### src/rtl/sprite_defines.svh
//======================================================================
// Raster and sprite sizes are fixed at build time and shared by all sprites
// With four sprites the background address 4'hF hides the enable of sprite 3
//======================================================================
`ifndef SPRITE_DEFINES_SVH
`define SPRITE_DEFINES_SVH

`define H_ACTIVE 64 // Visible pixels per line
`define H_TOTAL 80 // Pixels per line including blanking
`define V_ACTIVE 48 // Visible lines per frame
`define V_TOTAL 52 // Lines per frame including blanking

`define SPRITE_WIDTH 8
`define SPRITE_HEIGHT 6
`define SPRITE_COUNT 2 // 1 to 4

`define REG_BACKGROUND 4'hF
`define REG_POS_X 2'd0 // Field offsets inside a sprite's 4-address slot
`define REG_POS_Y 2'd1
`define REG_COLOR 2'd2
`define REG_ENABLE 2'd3

`endif

### src/rtl/sprite_pkg.sv
//======================================================================
// Coordinates are unsigned and colours are palette indices
//======================================================================
package sprite_pkg;

	typedef logic [10:0] coord_t; // Pixel or line number
	typedef logic [7:0] color_t; // Palette index
	typedef logic [3:0] reg_addr_t;

	// One sprite's settings as held by the register block
	typedef struct packed {
		coord_t pos_x; // Left edge
		coord_t pos_y; // Top edge
		color_t color;
		logic enable;
	} sprite_cfg_t;

	typedef struct packed {
		coord_t x;
		coord_t y;
		logic hblank;
		logic vblank;
	} video_pos_t;

	typedef struct packed {
		color_t data;
		logic mask; // Pixel is covered by a sprite
	} overlay_t;

endpackage

### src/rtl/video_timing.sv
//======================================================================
// Free-running raster with no sync pulses
// Blanking is registered with the counters and matches the coordinate
//======================================================================
`timescale 1ns/100ps
`include "sprite_defines.svh"

module video_timing (
	input logic i_clock,
	input logic i_arst_n,
	output sprite_pkg::video_pos_t o_pos
);

	import sprite_pkg::*;

	coord_t x_next;
	coord_t y_next;
	video_pos_t pos_next;

	//======================================================================
	// Next raster position
	//======================================================================
	always_comb begin
		x_next = o_pos.x + coord_t'(1);
		y_next = o_pos.y;
		if (o_pos.x == coord_t'(`H_TOTAL - 1)) begin
			x_next = '0; // Wrap to start of next line
			if (o_pos.y == coord_t'(`V_TOTAL - 1)) begin
				y_next = '0; // Wrap to top of frame
			end else begin
				y_next = o_pos.y + coord_t'(1);
			end
		end
	end

	always_comb begin
		pos_next.x = x_next;
		pos_next.y = y_next;
		pos_next.hblank = (x_next >= coord_t'(`H_ACTIVE)); // Right margin
		pos_next.vblank = (y_next >= coord_t'(`V_ACTIVE)); // Bottom margin
	end

	//======================================================================
	// Counter registers
	//======================================================================
	always_ff @(posedge i_clock or negedge i_arst_n) begin
		if (!i_arst_n) begin
			o_pos <= '0; // Pixel 0 of line 0 is active
		end else begin
			o_pos <= pos_next;
		end
	end

endmodule

### src/rtl/sprite_regs.sv
//======================================================================
// Write-only registers with no back-pressure, one request per cycle
// o_ready pulses for every request, also for unused addresses
//======================================================================
`timescale 1ns/100ps
`include "sprite_defines.svh"

module sprite_regs (
	input logic i_clock,
	input logic i_arst_n,

	input logic i_request,
	input sprite_pkg::reg_addr_t i_address,
	input logic [31:0] i_wdata,
	output logic o_ready,

	output sprite_pkg::sprite_cfg_t [`SPRITE_COUNT-1:0] o_sprite_cfg,
	output sprite_pkg::color_t o_background
);

	import sprite_pkg::*;

	logic [1:0] addr_sprite;
	logic [1:0] addr_field;
	logic bg_hit;

	//======================================================================
	// Address decode
	//======================================================================
	assign addr_sprite = i_address[3:2]; // Sprite n owns 4n to 4n+3
	assign addr_field = i_address[1:0];
	assign bg_hit = (i_address == `REG_BACKGROUND);

	//======================================================================
	// Configuration flops and ready pulse
	//======================================================================
	always_ff @(posedge i_clock or negedge i_arst_n) begin
		if (!i_arst_n) begin
			o_ready <= 1'b0;
			o_sprite_cfg <= '0; // All sprites disabled
			o_background <= '0;
		end else begin
			o_ready <= i_request; // One cycle per accepted request

			if (i_request && bg_hit) begin
				o_background <= i_wdata[$bits(color_t)-1:0];
			end

			for (int n = 0; n < `SPRITE_COUNT; n++) begin
				if (i_request && !bg_hit && (addr_sprite == 2'(n))) begin
					case (addr_field)
						`REG_POS_X: begin
							o_sprite_cfg[n].pos_x <= i_wdata[$bits(coord_t)-1:0];
						end
						`REG_POS_Y: begin
							o_sprite_cfg[n].pos_y <= i_wdata[$bits(coord_t)-1:0];
						end
						`REG_COLOR: begin
							o_sprite_cfg[n].color <= i_wdata[$bits(color_t)-1:0];
						end
						`REG_ENABLE: begin
							o_sprite_cfg[n].enable <= i_wdata[0];
						end
					endcase
				end
			end
		end
	end

endmodule

### src/rtl/sprite_unit.sv
//======================================================================
// Solid rectangle only, result is one cycle after the coordinate
//======================================================================
`timescale 1ns/100ps
`include "sprite_defines.svh"

module sprite_unit #(
	parameter int WIDTH = `SPRITE_WIDTH,
	parameter int HEIGHT = `SPRITE_HEIGHT
) (
	input logic i_clock,
	input logic i_arst_n,
	input sprite_pkg::sprite_cfg_t i_cfg,
	input sprite_pkg::video_pos_t i_pos,
	output sprite_pkg::overlay_t o_overlay
);

	logic [31:0] x_limit;
	logic [31:0] y_limit;
	logic in_x;
	logic in_y;
	logic visible;
	logic hit;

	//======================================================================
	// Rectangle test
	//======================================================================
	// Exclusive right and bottom edges, wide enough not to wrap
	assign x_limit = 32'(i_cfg.pos_x) + 32'(WIDTH);
	assign y_limit = 32'(i_cfg.pos_y) + 32'(HEIGHT);

	assign in_x = (i_pos.x >= i_cfg.pos_x) && (32'(i_pos.x) < x_limit);
	assign in_y = (i_pos.y >= i_cfg.pos_y) && (32'(i_pos.y) < y_limit);

	assign visible = !(i_pos.hblank || i_pos.vblank);
	assign hit = i_cfg.enable && visible && in_x && in_y;

	//======================================================================
	// Output register
	//======================================================================
	always_ff @(posedge i_clock or negedge i_arst_n) begin
		if (!i_arst_n) begin
			o_overlay <= '0;
		end else begin
			o_overlay.mask <= hit;
			o_overlay.data <= i_cfg.color; // Only meaningful with mask set
		end
	end

endmodule

### src/rtl/sprite_overlay.sv
//======================================================================
// Lowest sprite index wins where sprites overlap
// Overlay data is 0 where no sprite covers the pixel
//======================================================================
`timescale 1ns/100ps
`include "sprite_defines.svh"

module sprite_overlay (
	input logic i_clock,
	input logic i_arst_n,

	input logic i_request,
	input sprite_pkg::reg_addr_t i_address,
	input logic [31:0] i_wdata,
	output logic o_ready,

	input sprite_pkg::video_pos_t i_pos,
	output sprite_pkg::overlay_t o_overlay,
	output sprite_pkg::color_t o_background
);

	import sprite_pkg::*;

	sprite_cfg_t [`SPRITE_COUNT-1:0] sprite_cfg;
	overlay_t [`SPRITE_COUNT-1:0] unit_overlay;

	sprite_regs u_regs (
		.i_clock(i_clock),
		.i_arst_n(i_arst_n),
		.i_request(i_request),
		.i_address(i_address),
		.i_wdata(i_wdata),
		.o_ready(o_ready),
		.o_sprite_cfg(sprite_cfg),
		.o_background(o_background)
	);

	for (genvar n = 0; n < `SPRITE_COUNT; n++) begin : g_sprite
		sprite_unit #(
			.WIDTH(`SPRITE_WIDTH),
			.HEIGHT(`SPRITE_HEIGHT)
		) u_sprite (
			.i_clock(i_clock),
			.i_arst_n(i_arst_n),
			.i_cfg(sprite_cfg[n]),
			.i_pos(i_pos),
			.o_overlay(unit_overlay[n])
		);
	end

	//======================================================================
	// Fixed priority select
	//======================================================================
	always_comb begin
		o_overlay = '0;
		// Walk downward so the lowest covering index is assigned last
		for (int n = `SPRITE_COUNT - 1; n >= 0; n--) begin
			if (unit_overlay[n].mask) begin
				o_overlay = unit_overlay[n];
			end
		end
	end

endmodule

### src/rtl/pixel_mixer.sv
//======================================================================
// Expects the overlay one cycle behind the raster position
//======================================================================
`timescale 1ns/100ps

module pixel_mixer (
	input logic i_clock,
	input logic i_arst_n,
	input sprite_pkg::video_pos_t i_pos,
	input sprite_pkg::overlay_t i_overlay,
	input sprite_pkg::color_t i_background,
	output sprite_pkg::color_t o_pixel,
	output logic o_hblank,
	output logic o_vblank
);

	import sprite_pkg::*;

	logic hblank_d;
	logic vblank_d;
	color_t background_d;

	//======================================================================
	// Alignment stage and output register
	//======================================================================
	always_ff @(posedge i_clock or negedge i_arst_n) begin
		if (!i_arst_n) begin
			hblank_d <= 1'b0;
			vblank_d <= 1'b0;
			background_d <= '0;
			o_pixel <= '0;
			o_hblank <= 1'b0;
			o_vblank <= 1'b0;
		end else begin
			hblank_d <= i_pos.hblank; // Lines up with sprite unit output
			vblank_d <= i_pos.vblank;
			background_d <= i_background; // Same stage as the sprite registers
			o_hblank <= hblank_d;
			o_vblank <= vblank_d;
			if (hblank_d || vblank_d) begin
				o_pixel <= '0; // Black in blanking
			end else if (i_overlay.mask) begin
				o_pixel <= i_overlay.data;
			end else begin
				o_pixel <= background_d;
			end
		end
	end

endmodule

### src/rtl/video_sprite_top.sv
//======================================================================
// Pixel output is two cycles behind the raster counters
// Register writes apply to positions generated after the write edge
//======================================================================
`timescale 1ns/100ps

module video_sprite_top (
	input logic i_clock,
	input logic i_arst_n,

	// Register write port
	input logic i_request,
	input sprite_pkg::reg_addr_t i_address,
	input logic [31:0] i_wdata,
	output logic o_ready,

	// Video out
	output sprite_pkg::color_t o_pixel,
	output logic o_hblank,
	output logic o_vblank
);

	import sprite_pkg::*;

	video_pos_t pos;
	overlay_t overlay;
	color_t background;

	video_timing u_timing (
		.i_clock(i_clock),
		.i_arst_n(i_arst_n),
		.o_pos(pos)
	);

	sprite_overlay u_overlay (
		.i_clock(i_clock),
		.i_arst_n(i_arst_n),
		.i_request(i_request),
		.i_address(i_address),
		.i_wdata(i_wdata),
		.o_ready(o_ready),
		.i_pos(pos),
		.o_overlay(overlay),
		.o_background(background)
	);

	pixel_mixer u_mixer (
		.i_clock(i_clock),
		.i_arst_n(i_arst_n),
		.i_pos(pos),
		.i_overlay(overlay),
		.i_background(background),
		.o_pixel(o_pixel),
		.o_hblank(o_hblank),
		.o_vblank(o_vblank)
	);

endmodule

### config.mk
export PLATFORM = sky130hd
export DESIGN_NAME = video_sprite_top
export DESIGN_NICKNAME = d
export VERILOG_FILES = /design/src/rtl/sprite_pkg.sv /design/src/rtl/video_timing.sv /design/src/rtl/sprite_regs.sv /design/src/rtl/sprite_unit.sv /design/src/rtl/sprite_overlay.sv /design/src/rtl/pixel_mixer.sv /design/src/rtl/video_sprite_top.sv
export VERILOG_INCLUDE_DIRS = /design/src /design/src/rtl
export SDC_FILE = /design/constraint.sdc
export NUM_CORES = 1
export LEC_CHECK = 0
export CAP_MARGIN = 20
export CORE_MARGIN = 1.5
export CORE_UTILIZATION = 35
export CTS_CLUSTER_SIZE = 30
export DETAILED_ROUTE_END_ITERATION = 10
export DONT_BUFFER_PORTS = 1
export PLACE_DENSITY = 0.47
export SLEW_MARGIN = 20
export SYNTH_ARGS = -nofsm -noshare
export SYNTH_HDL_FRONTEND = slang
export SYNTH_SLANG_ARGS = --single-unit
### constraint.sdc
create_clock -name i_clock -period 5.75 [get_ports i_clock]
set_clock_uncertainty 0.2 [all_clocks]
set_input_delay 0.2875 -clock i_clock [delete_from_list [all_inputs] [get_ports i_clock]]
set_output_delay 0.2875 -clock i_clock [all_outputs]
set_load 0.01 [all_outputs]
==> flow_metrics.env, run 1 <==
export IMPL_status="finished clean"
export IMPL_grt_pass1_wl_mm=29.0
export IMPL_drv_slew=0
export IMPL_grt_max_degree=134
export IMPL_yosysWarnings=0
export IMPL_rsz0062_at_grt="false"
export IMPL_ys_top_cells_by_area="dfrtp_1, ha_1, mux2_2"
export IMPL_critPathMaxFanout=4
export IMPL_root_buffer="clkbuf_16"
export IMPL_wl_mm=18.1
export IMPL_grtUsageTotal_pct=17.4
export IMPL_crit_required_ns=5.87
export IMPL_synth_cell_types=55
export IMPL_fin_crit_ns=3.47
export IMPL_hp_class="in -> reg"
export IMPL_synth_flop_cell="dfrtp_1"
export IMPL_fill_cells=2044
export IMPL_grt_pass1_vias=5381
export IMPL_synth_seq_cells=133
export IMPL_clk_latency_ns=0.43
export IMPL_max_stage_delay_ns=0.62
export IMPL_clock_sinks=133
export IMPL_core_area_sq_um=20900
export IMPL_io_pins=50
export IMPL_fp_dieArea_sq_um=22000
export IMPL_drive_gt1_share_pct=15.4
export IMPL_rrSetupSlack_ns=2.28
export IMPL_area_growth_syn_to_layout_pct=14.9
export IMPL_total_power_mw=2.89
export IMPL_fin_nets=824
export IMPL_placed_cells_incl_taps=937
export IMPL_dp_hpwl_mm=12.4
export IMPL_numCtsBuffers=17
export IMPL_synth_top_area_cell="dfrtp_1"
export IMPL_synth_nets=799
export IMPL_setup_viol=0
export IMPL_syn_inst=674
export IMPL_die_h_um=148
export IMPL_maxCapViolCount=0
export IMPL_arrival_ns=3.59
export IMPL_max_slew_margin_pct=44.0
export IMPL_via_per_inst=5.19
export IMPL_tns_ns=0
export IMPL_peakVddDrop_mv=0.209
export IMPL_max_freq_mhz=288
export IMPL_drtIter0Drc=256
export IMPL_antenna_cells=0
export IMPL_synthesis_area_sq_um=7400
export IMPL_endpoint_kind="flip-flop"
export IMPL_htreeDepth=4
export IMPL_finalHoldViolations=0
export IMPL_grt_overflow=0
export IMPL_async_flop_share_pct=100
export IMPL_ant_nets=0
export IMPL_clk_path_buf_depth=2
export IMPL_drt_wirelength_per_cell_um=18.3
export IMPL_dieWidth_um=148
export IMPL_crit_family="simple AND/OR/NAND/NOR gates"
export IMPL_rows=53
export IMPL_synth_seq_area_share_pct=45.0
export IMPL_cts_tree="yes"
export IMPL_cp_slowest_cell="nor4_1"
export IMPL_worstPathCellList="inv_1, ha_1, nand2b_1, nor4_1, nand3_1, xnor2_1, ha_1, a21o_1, a21oi_1, a31oi_1, nor4b_1, nor4b_1"
export IMPL_synth_area_per_cell_sq_um=11.0
export IMPL_critPathLaunchType="flip-flop"
export IMPL_antenna_found_initial=0
export IMPL_post_route_period_util_pct=60.3
export IMPL_start_util_pct=35.4
export IMPL_drc=0
export IMPL_buffer_ports_inserted=0
export IMPL_clkSlewWorstSetupHoldPaths_ns=0.07
export IMPL_worst_setup_path_type="reg -> reg"
export IMPL_postCtsSetupBuffers=0
export IMPL_vias=5122
export IMPL_cp_num_buf_inv=1
export IMPL_final_cells=987
export IMPL_p_leak_nw=3.92
export IMPL_synth_top_cell_area_share_pct=45.0
export IMPL_max_slew_worst_pin_slew_ns=0.837
export IMPL_dr_pass1_iters=5
export IMPL_synth_edff_count=0
export IMPL_cts_resized=0
export IMPL_powerDensity_nw_per_um2=340
export IMPL_gp_congestion=0.791
-- area by class of cell --
type | instances | area (sq um) | area share (%)
Sequential cell | 133 | 3330 | 39.1
Tap cell | 275 | 344 | 4.05
Multi-Input combinational cell | 478 | 3830 | 45.1
Timing Repair Buffer | 20 | 213 | 2.50
Clock buffer | 17 | 425 | 5.00
Inverter | 49 | 184 | 2.16
Clock inverter | 15 | 175 | 2.06
-- cells by family after synthesis --
group | after synthesis | share of synthesized area (%)
flops | 133 | 45.0
buf+inv | 63 | 3.40
xor+xnor | 44 | 5.21
simple gates | 170 | 12.1
mux | 70 | 10.5
compound gates | 108 | 9.26
fa+ha+maj | 86 | 14.5
-- cells in the mapped netlist (3+ instances only) --
master     instances
nand3b_1           4
a21o_1             8
nor3_1            14
nor2b_1            7
and3_1             3
nand3_1           26
dfrtp_1          133
a2111oi_0          3
ha_1              86
a21oi_1           32
nand2_1           30
nor3b_1            5
o21a_1             4
a31oi_1            3
nor2_1            43
o2111ai_1          6
xnor2_1           37
o21ai_0           30
inv_1             49
nand4_1            9
nand2b_1           5
or3_1              3
a211oi_1           5
mux2_2            61
xor2_1             7
or2_2              4
o211ai_1           3
clkbuf_1          11
mux2i_1            9
-- layout by cell type (no fill, tap or decap), types with 3 or more instances in the layout --
cell	instances
a21oi_1	32
nand4_1	9
clkbuf_16	17
or2_2	4
and3_1	3
ha_1	86
nand2b_1	5
nor2_1	43
nor3b_1	3
xor2_1	7
mux2_2	61
nand3_1	26
inv_6	4
a2111oi_0	3
dfrtp_1	133
nand2_1	30
a211oi_1	5
nor3_1	14
o2111ai_1	6
o211ai_1	3
a31oi_1	3
mux2i_1	9
xnor2_1	37
o21a_1	4
o21ai_0	30
inv_8	7
inv_1	49
nand3b_1	4
a21o_1	8
nor2b_1	7
dlygate4sd3_1	17
or3_1	3
-- metrics by stage --
step,area [sq um],worst slack [ns],hold WS [ns],utilization [%]
after floorplan,7400,2.94,-0.208,-
after global placement,7700,2.56,-0.206,36.9
after detailed placement,7700,2.37,-0.206,36.9
after CTS,8500,2.34,0.00181,40.7
after global routing,8500,2.01,0.0249,40.7
final,8500,2.28,0.0219,40.7
-- state kept, by name, summed over array words and instances (netlist names) --
| signal | cells |
|---|---|
| u_mixer.background_d | 8 |
| u_timing.o_pos | 24 |
| u_mixer.o_vblank | 1 |
| u_mixer.hblank_d | 1 |
| u_mixer.vblank_d | 1 |
| u_mixer.o_pixel | 8 |
| u_overlay.u_regs.o_sprite_cfg | 62 |
| u_overlay.g_sprite.u_sprite.o_overlay | 18 |
| u_overlay.u_regs.o_background | 8 |
| u_overlay.u_regs.o_ready | 1 |
| u_mixer.o_hblank | 1 |
-- worst reg2reg max path: stages (launching register included) --
cell	delay (ns)
dfrtp_1	0.38
inv_1	0.09
ha_1	0.22
nand2b_1	0.16
nor4_1	0.62
nand3_1	0.22
xnor2_1	0.18
ha_1	0.31
a21o_1	0.17
a21oi_1	0.13
a31oi_1	0.07
nor4b_1	0.34
nor4b_1	0.27
-- power by group --
group / total, mW / switching (mW) / internal [mW]
clock network: 1.12 / 0.492 / 0.624
logic: 0.557 / 0.284 / 0.273
registers: 1.21 / 0.111 / 1.10
-- layer usage --
metal	part of all wire (%)	GRT usage [%]	up-vias	wire length (um)
met2	51	30.1	55	9200
met3	3.1	3.90	20	557
met1	45	21.7	2581	8100
met4	1.4	5.30	0	252
met5	0	0	-	0
li1	-	-	2466	-
-- final timing paths --
check                                                                   start                                                    end  depth (start not counted)
worst max-delay path            u_overlay.u_regs.o_sprite_cfg[41]$_DFFE_PN0P_  u_overlay.g_sprite[1].u_sprite.o_overlay[0]$_DFF_PN0_                         12
max in group asynchronous                                            i_arst_n                           u_timing.o_pos[12]$_DFF_PN0_                          2
worst min register to register   u_overlay.u_regs.o_sprite_cfg[2]$_DFFE_PN0P_  u_overlay.g_sprite[0].u_sprite.o_overlay[2]$_DFF_PN0_                          0
worst max register to register  u_overlay.u_regs.o_sprite_cfg[41]$_DFFE_PN0P_  u_overlay.g_sprite[1].u_sprite.o_overlay[0]$_DFF_PN0_                         12
worst min-delay path                                             i_address[1]          u_overlay.u_regs.o_sprite_cfg[31]$_DFFE_PN0P_                          3
min in group asynchronous                                            i_arst_n  u_overlay.g_sprite[0].u_sprite.o_overlay[6]$_DFF_PN0_                          2
-- repair_timing --
action	in CTS	in global routing
hold buffers	18	0
setup endpoints to repair	0	0
endpoints found under the hold margin	204	0
Note: power is estimated with default switching activity, not from simulation.
==> inputs of run 2 (changes only) <==
Settings changed: ABC_AREA set to 1.
Clock period 5.75 ns to 3.32 ns, I/O delays scaled along.
==> run 2 against run 1 <==
The run now ends with hold timing left; flip-flop and latch count is the same; area after synthesis increased by 4.1%; wire length grew 6.0%; non-clock buffer count fell by 3; cell area is 3.2% higher; critical path depth is 4 lower; synthesized cell count is 39% higher; critical endpoint is now u_overlay.u_regs.o_sprite_cfg[31]$_DFFE_PN0P_; largest power group unchanged.
==> flow_metrics.env, run 2 <==
export IMPL_stdcell_area_sq_um=8770
export IMPL_syn_inst=940
export IMPL_maxCapViolCount=0
export IMPL_synthesis_area_sq_um=7710
export IMPL_ant_nets=0
export IMPL_grt_overflow=0
export IMPL_synth_edff_count=0
export IMPL_async_flop_share_pct=100
export IMPL_hp_class="in -> async"
export IMPL_grt_pass1_wl_mm=30.8
export IMPL_max_freq_mhz=356
export IMPL_placed_cells_incl_taps=1206
export IMPL_cts_resized=0
export IMPL_dr_pass1_iters=4
export IMPL_drv_slew=0
export IMPL_synth_seq_cells=133
export IMPL_dp_hpwl_mm=13.8
export IMPL_via_per_inst=4.73
export IMPL_total_power_mw=4.89
export IMPL_peakVddDrop_mv=0.315
export IMPL_die_h_um=151
export IMPL_post_route_period_util_pct=84.7
export IMPL_drive_gt1_share_pct=5.03
export IMPL_io_pins=50
export IMPL_synth_top_area_cell="dfrtp_1"
export IMPL_endpoint_kind="flip-flop"
export IMPL_max_slew_worst_pin_slew_ns=0.632
export IMPL_place_area_sq_um=8000
export IMPL_top_register="u_overlay.u_regs.o_sprite_cfg"
export IMPL_fin_crit_ns=2.81
export IMPL_antenna_found_initial=0
export IMPL_critPathMaxFanout=4
export IMPL_rsz0062_at_grt="false"
export IMPL_rows=54
export IMPL_status="complete, but fails checks"
export IMPL_drtIter0Drc=238
export IMPL_final_cells=1255
export IMPL_ys_top_cells_by_area="dfrtp_1, ha_1, nand2_1"
export IMPL_start_util_pct=35.5
export IMPL_layout_commonest_cell="nand2_1"
export IMPL_use_met2_pct=29.5
export IMPL_dieWidth_um=151
export IMPL_grt_busiest_layer="met2"
export IMPL_gp_congestion=0.836
export IMPL_arrival_ns=2.96
export IMPL_antenna_cells=0
export IMPL_area_growth_syn_to_layout_pct=13.8
export IMPL_grt_pass1_vias=5692
export IMPL_failed_checks="hold timing"
export IMPL_largest_reg_flops=62
export IMPL_p_leak_nw=4.40
export IMPL_powerDensity_nw_per_um2=558
export IMPL_synth_cell_types=36
export IMPL_final_core_util_pct=40.5
export IMPL_max_slew_margin_pct=57.8
export IMPL_grtUsageTotal_pct=18.0
export IMPL_cts_tree="yes"
export IMPL_vias=5934
export IMPL_synthTopCellsByCount="nand2_1, dfrtp_1, inv_1, ha_1, nor2_1"
export IMPL_fin_nets=1087
export IMPL_tns_ns=0
export IMPL_postCtsSetupBuffers=0
export IMPL_setup_viol=0
export IMPL_clk_latency_ns=0.41
export IMPL_root_buffer="clkbuf_16"
export IMPL_crit_required_ns=3.47
export IMPL_wl_mm=19.2
export IMPL_drt_wirelength_per_cell_um=15.3
export IMPL_synth_nets=1065
export IMPL_ctsHoldBuffers=17
export IMPL_buffer_ports_inserted=0
export IMPL_core_area_sq_um=21700
export IMPL_synth_seq_area_share_pct=43.2
export IMPL_finalHoldViolations=134
export IMPL_drc=0
export IMPL_use_met1_pct=24.4
export IMPL_use_met3_pct=3.58
export IMPL_clkSlewWorstSetupHoldPaths_ns=0.07
export IMPL_synth_flop_cell="dfrtp_1"
export IMPL_yosysWarnings=0
export IMPL_numCtsBuffers=17
export IMPL_clk_path_buf_depth=2
export IMPL_most_common_layout_cells="nand2_1, dfrtp_1, inv_1"
export IMPL_fp_dieArea_sq_um=22900
export IMPL_synth_top_cell_area_share_pct=43.2
export IMPL_htreeDepth=4
export IMPL_clock_sinks=133
export IMPL_worst_setup_path_type="in -> reg"
export IMPL_hold_ws_ns=-0.756
export IMPL_grt_max_degree=134
export IMPL_synth_area_per_cell_sq_um=8.20
export IMPL_reg_top3="u_overlay.u_regs.o_sprite_cfg x62, u_timing.o_pos x24, u_overlay.g_sprite.u_sprite.o_overlay x18"
export IMPL_critPathLaunchType="input port"
export IMPL_yosysMostFrequentCell="nand2_1"
export IMPL_fill_cells=2219
## run 2: cell count changes in the layout (fill, tap and decap cells not counted), moves of 10 or more
| cell | previous run | this run |
|---|---|---|
| mux2_2 | 61 | 0 |
| a21oi_1 | 32 | 42 |
| nand2_1 | 30 | 235 |
| nor2_1 | 43 | 77 |
| inv_1 | 49 | 114 |
| xor2_1 | 7 | 27 |
| xnor2_1 | 37 | 2 |
| nand3_1 | 26 | 55 |
| o21ai_0 | 30 | 72 |
## run 2: layout make-up
type / instances / area, sq um / area share, %
inverter: 120 / 450 / 5.13
clock inverter: 15 / 181 / 2.07
sequential: 133 / 3330 / 37.9
tap: 280 / 350 / 3.99
multi-input combinational: 673 / 3870 / 44.1
clock buffer: 17 / 425 / 4.85
timing repair buffer: 17 / 170 / 1.94
## run 2: stage by stage
stage / hold WS [ns] / setup WS, ns
2_1_floorplan: -0.330 / 1.14
3_5_place_dp: -0.322 / 0.781
4_1_cts: -0.779 / 0.563
5_1_grt: -0.783 / 0.430
6_report: -0.756 / 0.509
3_3_place_gp: -0.323 / 0.792
## run 2: path summary, 6_finish.rpt
check | startpoint | to | slack (ns) | depth (start not counted)
max reg2reg | u_overlay.u_regs.o_sprite_cfg[41]$_DFFE_PN0P_ | u_overlay.g_sprite[1].u_sprite.o_overlay[0]$_DFF_PN0_ | 0.79 | 14
min | i_arst_n | u_timing.o_pos[2]$_DFF_PN0_ | -0.76 | 0
min reg2reg | u_mixer.hblank_d$_DFF_PN0_ | u_mixer.o_hblank$_DFF_PN0_ | 0.16 | 0
max | i_address[2] | u_overlay.u_regs.o_sprite_cfg[31]$_DFFE_PN0P_ | 0.51 | 8
min in group i_clock | i_wdata[2] | u_overlay.u_regs.o_background[2]$_DFFE_PN0P_ | -0.01 | 2
max in group asynchronous | i_arst_n | u_mixer.vblank_d$_DFF_PN0_ | 3.41 | 0
## run 2: power by group
group	switching [mW]	internal, mW	total, mW
logic	0.501	0.374	0.875
registers	0.207	1.89	2.09
clock network	0.844	1.08	1.92
total	1.55	3.34	4.89
## run 2: kinds of logic (layout without fill, tap and decap cells)
kind of cell               Yosys count  count (layout)  synth area share, %
and+or+nand+nor                    419             419                 23.4
AOI/OAI and AO/OA                  139             139                 9.58
buffers and inverters              134             169                 6.64
DFF                                133             133                 43.2
adders and majority gates           86              86                 14.0
xor gates and xnor gates            29              29                 3.30
## run 2: per-layer routing
| layer | up-vias | share of wire (%) |
|---|---|---|
| met2 | 50 | 48 |
| met4 | 0 | 0.83 |
| met5 | - | 0 |
| li1 | 3129 | - |
| met3 | 12 | 2.8 |
| met1 | 2743 | 49 |
## run 2: worst max-delay path: stages
cell and delay (ns):
dlygate4sd3_1 0.57, nand2_1 0.11, nor2_2 0.18, dlygate4sd3_1 0.60, a21oi_1 0.07, dlygate4sd3_1 0.57
a31oi_1 0.13, dlygate4sd3_1 0.56
==> inputs of run 3 (changes only) <==
Settings changed: ABC_AREA 1 to 0, PLACE_DENSITY 0.47 to 0.49.
Clock period 3.32 ns to 2.4 ns, I/O delays scaled along.
==> run 3 against run 2 <==
The run ends with hold timing, setup timing left; flip-flop and latch count is the same; critical endpoint is now u_overlay.g_sprite[1].u_sprite.o_overlay[0]$_DFF_PN0_; global-route usage increased by 0.15 points; cell count down 14%; highest routed layer unchanged; core utilization is 4.1 points higher; largest cell class unchanged; count of clock-buffer cells in the layout unchanged; cell area increased by 6.1%; total power grew 48%; combinational power increased by 92%; register-to-register slack got worse by 1.0 ns.
==> flow_metrics.env, run 3 (same netlist as run 1, synthesis figures left out) <==
export IMPL_setup_viol=3
export IMPL_finalHoldViolations=133
export IMPL_grt_pass1_vias=5755
export IMPL_top_register="u_overlay.u_regs.o_sprite_cfg"
export IMPL_grt_max_degree=134
export IMPL_layout_commonest_cell="dfrtp_1"
export IMPL_htreeDepth=4
export IMPL_grtUsageTotal_pct=18.1
export IMPL_drive_gt1_share_pct=27.0
export IMPL_dr_pass1_iters=4
export IMPL_drc=0
export IMPL_rsz0062_at_grt="true"
export IMPL_peakVddDrop_mv=0.454
export IMPL_start_util_pct=35.4
export IMPL_cts_tree="yes"
export IMPL_hp_class="in -> async"
export IMPL_maxCapViolCount=0
export IMPL_largest_reg_flops=62
export IMPL_total_power_mw=7.22
export IMPL_core_area_sq_um=20900
export IMPL_cp_num_buf_inv=1
export IMPL_critPathMaxFanout=3
export IMPL_crit_family="compound AO/OA/AOI/OAI gates"
export IMPL_failed_checks="hold timing, setup timing"
export IMPL_crit_required_ns=2.53
export IMPL_powerDensity_nw_per_um2=776
export IMPL_clkSlewWorstSetupHoldPaths_ns=0.07
export IMPL_wl_mm=18.7
export IMPL_rr_worst_depth=11
export IMPL_drtIter0Drc=282
export IMPL_area_growth_syn_to_layout_pct=25.8
export IMPL_clk_path_buf_depth=2
export IMPL_status="complete, but fails checks"
export IMPL_reg_top3="u_overlay.u_regs.o_sprite_cfg x62, u_timing.o_pos x24, u_overlay.g_sprite.u_sprite.o_overlay x18"
export IMPL_die_h_um=148
export IMPL_vias=5430
export IMPL_worstPathCellList="inv_2, ha_4, nand2b_4, or2_4, xnor2_1, ha_1, a21o_1, a21o_1, a211oi_2, o32ai_2, nor4b_2"
export IMPL_grt_overflow=0
export IMPL_antenna_found_initial=1
export IMPL_p_leak_nw=4.37
export IMPL_arrival_ns=2.76
export IMPL_final_cells=1075
export IMPL_fin_crit_ns=2.63
export IMPL_io_pins=50
export IMPL_root_buffer="clkbuf_16"
export IMPL_critPathLaunchType="flip-flop"
export IMPL_max_slew_worst_pin_slew_ns=0.593
export IMPL_gp_congestion=0.849
export IMPL_via_per_inst=5.05
export IMPL_ant_nets=0
export IMPL_numCtsBuffers=17
export IMPL_buffer_ports_inserted=0
export IMPL_rows=53
export IMPL_grt_pass1_wl_mm=30.4
export IMPL_pre_cts_ws_ns=-0.404
export IMPL_max_stage_delay_ns=0.38
export IMPL_fp_dieArea_sq_um=22000
export IMPL_dieWidth_um=148
export IMPL_hold_ws_ns=-0.822
export IMPL_dp_hpwl_mm=13.5
export IMPL_crit_start="u_overlay.u_regs.o_sprite_cfg[41]$_DFFE_PN0P_"
export IMPL_most_common_layout_cells="dfrtp_1, buf_4, ha_1"
export IMPL_clock_sinks=133
export IMPL_fin_nets=911
export IMPL_max_freq_mhz=380
export IMPL_max_slew_margin_pct=59.4
export IMPL_final_setup_worst_slack_ns=-0.234
export IMPL_ctsHoldBuffers=22
export IMPL_drt_wirelength_per_cell_um=17.4
export IMPL_post_route_period_util_pct=110
export IMPL_clk_latency_ns=0.43
export IMPL_endpoint_kind="flip-flop"
export IMPL_crit_top_cell="a21o_1"
export IMPL_reg2reg_to="u_overlay.g_sprite[1].u_sprite.o_overlay[0]$_DFF_PN0_"
export IMPL_stdcell_area_sq_um=9310
export IMPL_placed_cells_incl_taps=1013
export IMPL_reg2reg_from="u_overlay.u_regs.o_sprite_cfg[41]$_DFFE_PN0P_"
export IMPL_rrSetupSlack_ns=-0.23
export IMPL_place_area_sq_um=8310
export IMPL_tns_ns=-0.419
export IMPL_cp_slowest_cell="dfrtp_1"
export IMPL_worst_setup_path_type="reg -> reg"
export IMPL_drv_slew=0
run 3: final cells by class:
class                   count  area [sq um]
fillers                  1979         11600
well taps                 275           344
repair buffers            107           858
inverters                  49           184
diodes                      1          2.50
clock buffers              17           425
clock inverters            15           176
multi-input cells         478          3990
flip-flops and latches    133          3330
run 3: per-stage QoR:
step | util [%] | hold WS (ns)
after floorplan | - | -0.376
after global placement | 39.8 | -0.373
after detailed placement | 39.8 | -0.373
after CTS | 44.2 | -0.847
after global routing | 44.6 | -0.843
final | 44.6 | -0.822
run 3: where the power goes:
| part | leakage [nW] | internal [mW] | switching, mW |
|---|---|---|---|
| Combinational | 2.41 | 0.904 | 0.775 |
| Clock | 0.295 | 1.50 | 1.17 |
| Sequential | 1.66 | 2.64 | 0.237 |
| Total | 4.37 | 5.04 | 2.18 |
run 3: timing repair:
action | CTS | global route
pin swaps | 9 | 6
setup buffers | 3 | 4
endpoints found under the hold margin | 204 | 133
gates resized for setup | 12 | 12
endpoints found under the setup margin | 7 | 8
run 3: routing by layer:
layer	vias up	track usage [%]	routed length (um)
met5	-	0	0
met3	25	3.93	610
met4	0	6.34	333
met2	88	31.0	9350
li1	2648	-	-
met1	2669	22.6	8400
run 3: how the worst max path moves through the flow:
stage | to | cells past startpoint
6_report | u_overlay.g_sprite[1].u_sprite.o_overlay[0]$_DFF_PN0_ | 11
5_1_grt | u_overlay.g_sprite[1].u_sprite.o_overlay[0]$_DFF_PN0_ | 11
4_1_cts | u_overlay.g_sprite[1].u_sprite.o_overlay[0]$_DFF_PN0_ | 11
3_5_place_dp | u_overlay.g_sprite[0].u_sprite.o_overlay[0]$_DFF_PN0_ | 9
3_3_place_gp | u_overlay.g_sprite[0].u_sprite.o_overlay[0]$_DFF_PN0_ | 8
2_1_floorplan | u_overlay.g_sprite[1].u_sprite.o_overlay[0]$_DFF_PN0_ | 12
run 3: worst register-to-register path, stage by stage (launching register included):
cell      delay [ns]
dfrtp_1         0.38
inv_2           0.07
ha_4            0.16
nand2b_4        0.14
or2_4           0.22
xnor2_1         0.12
ha_1            0.29
a21o_1          0.17
a21o_1          0.16
a211oi_2        0.20
o32ai_2         0.12
nor4b_2         0.29
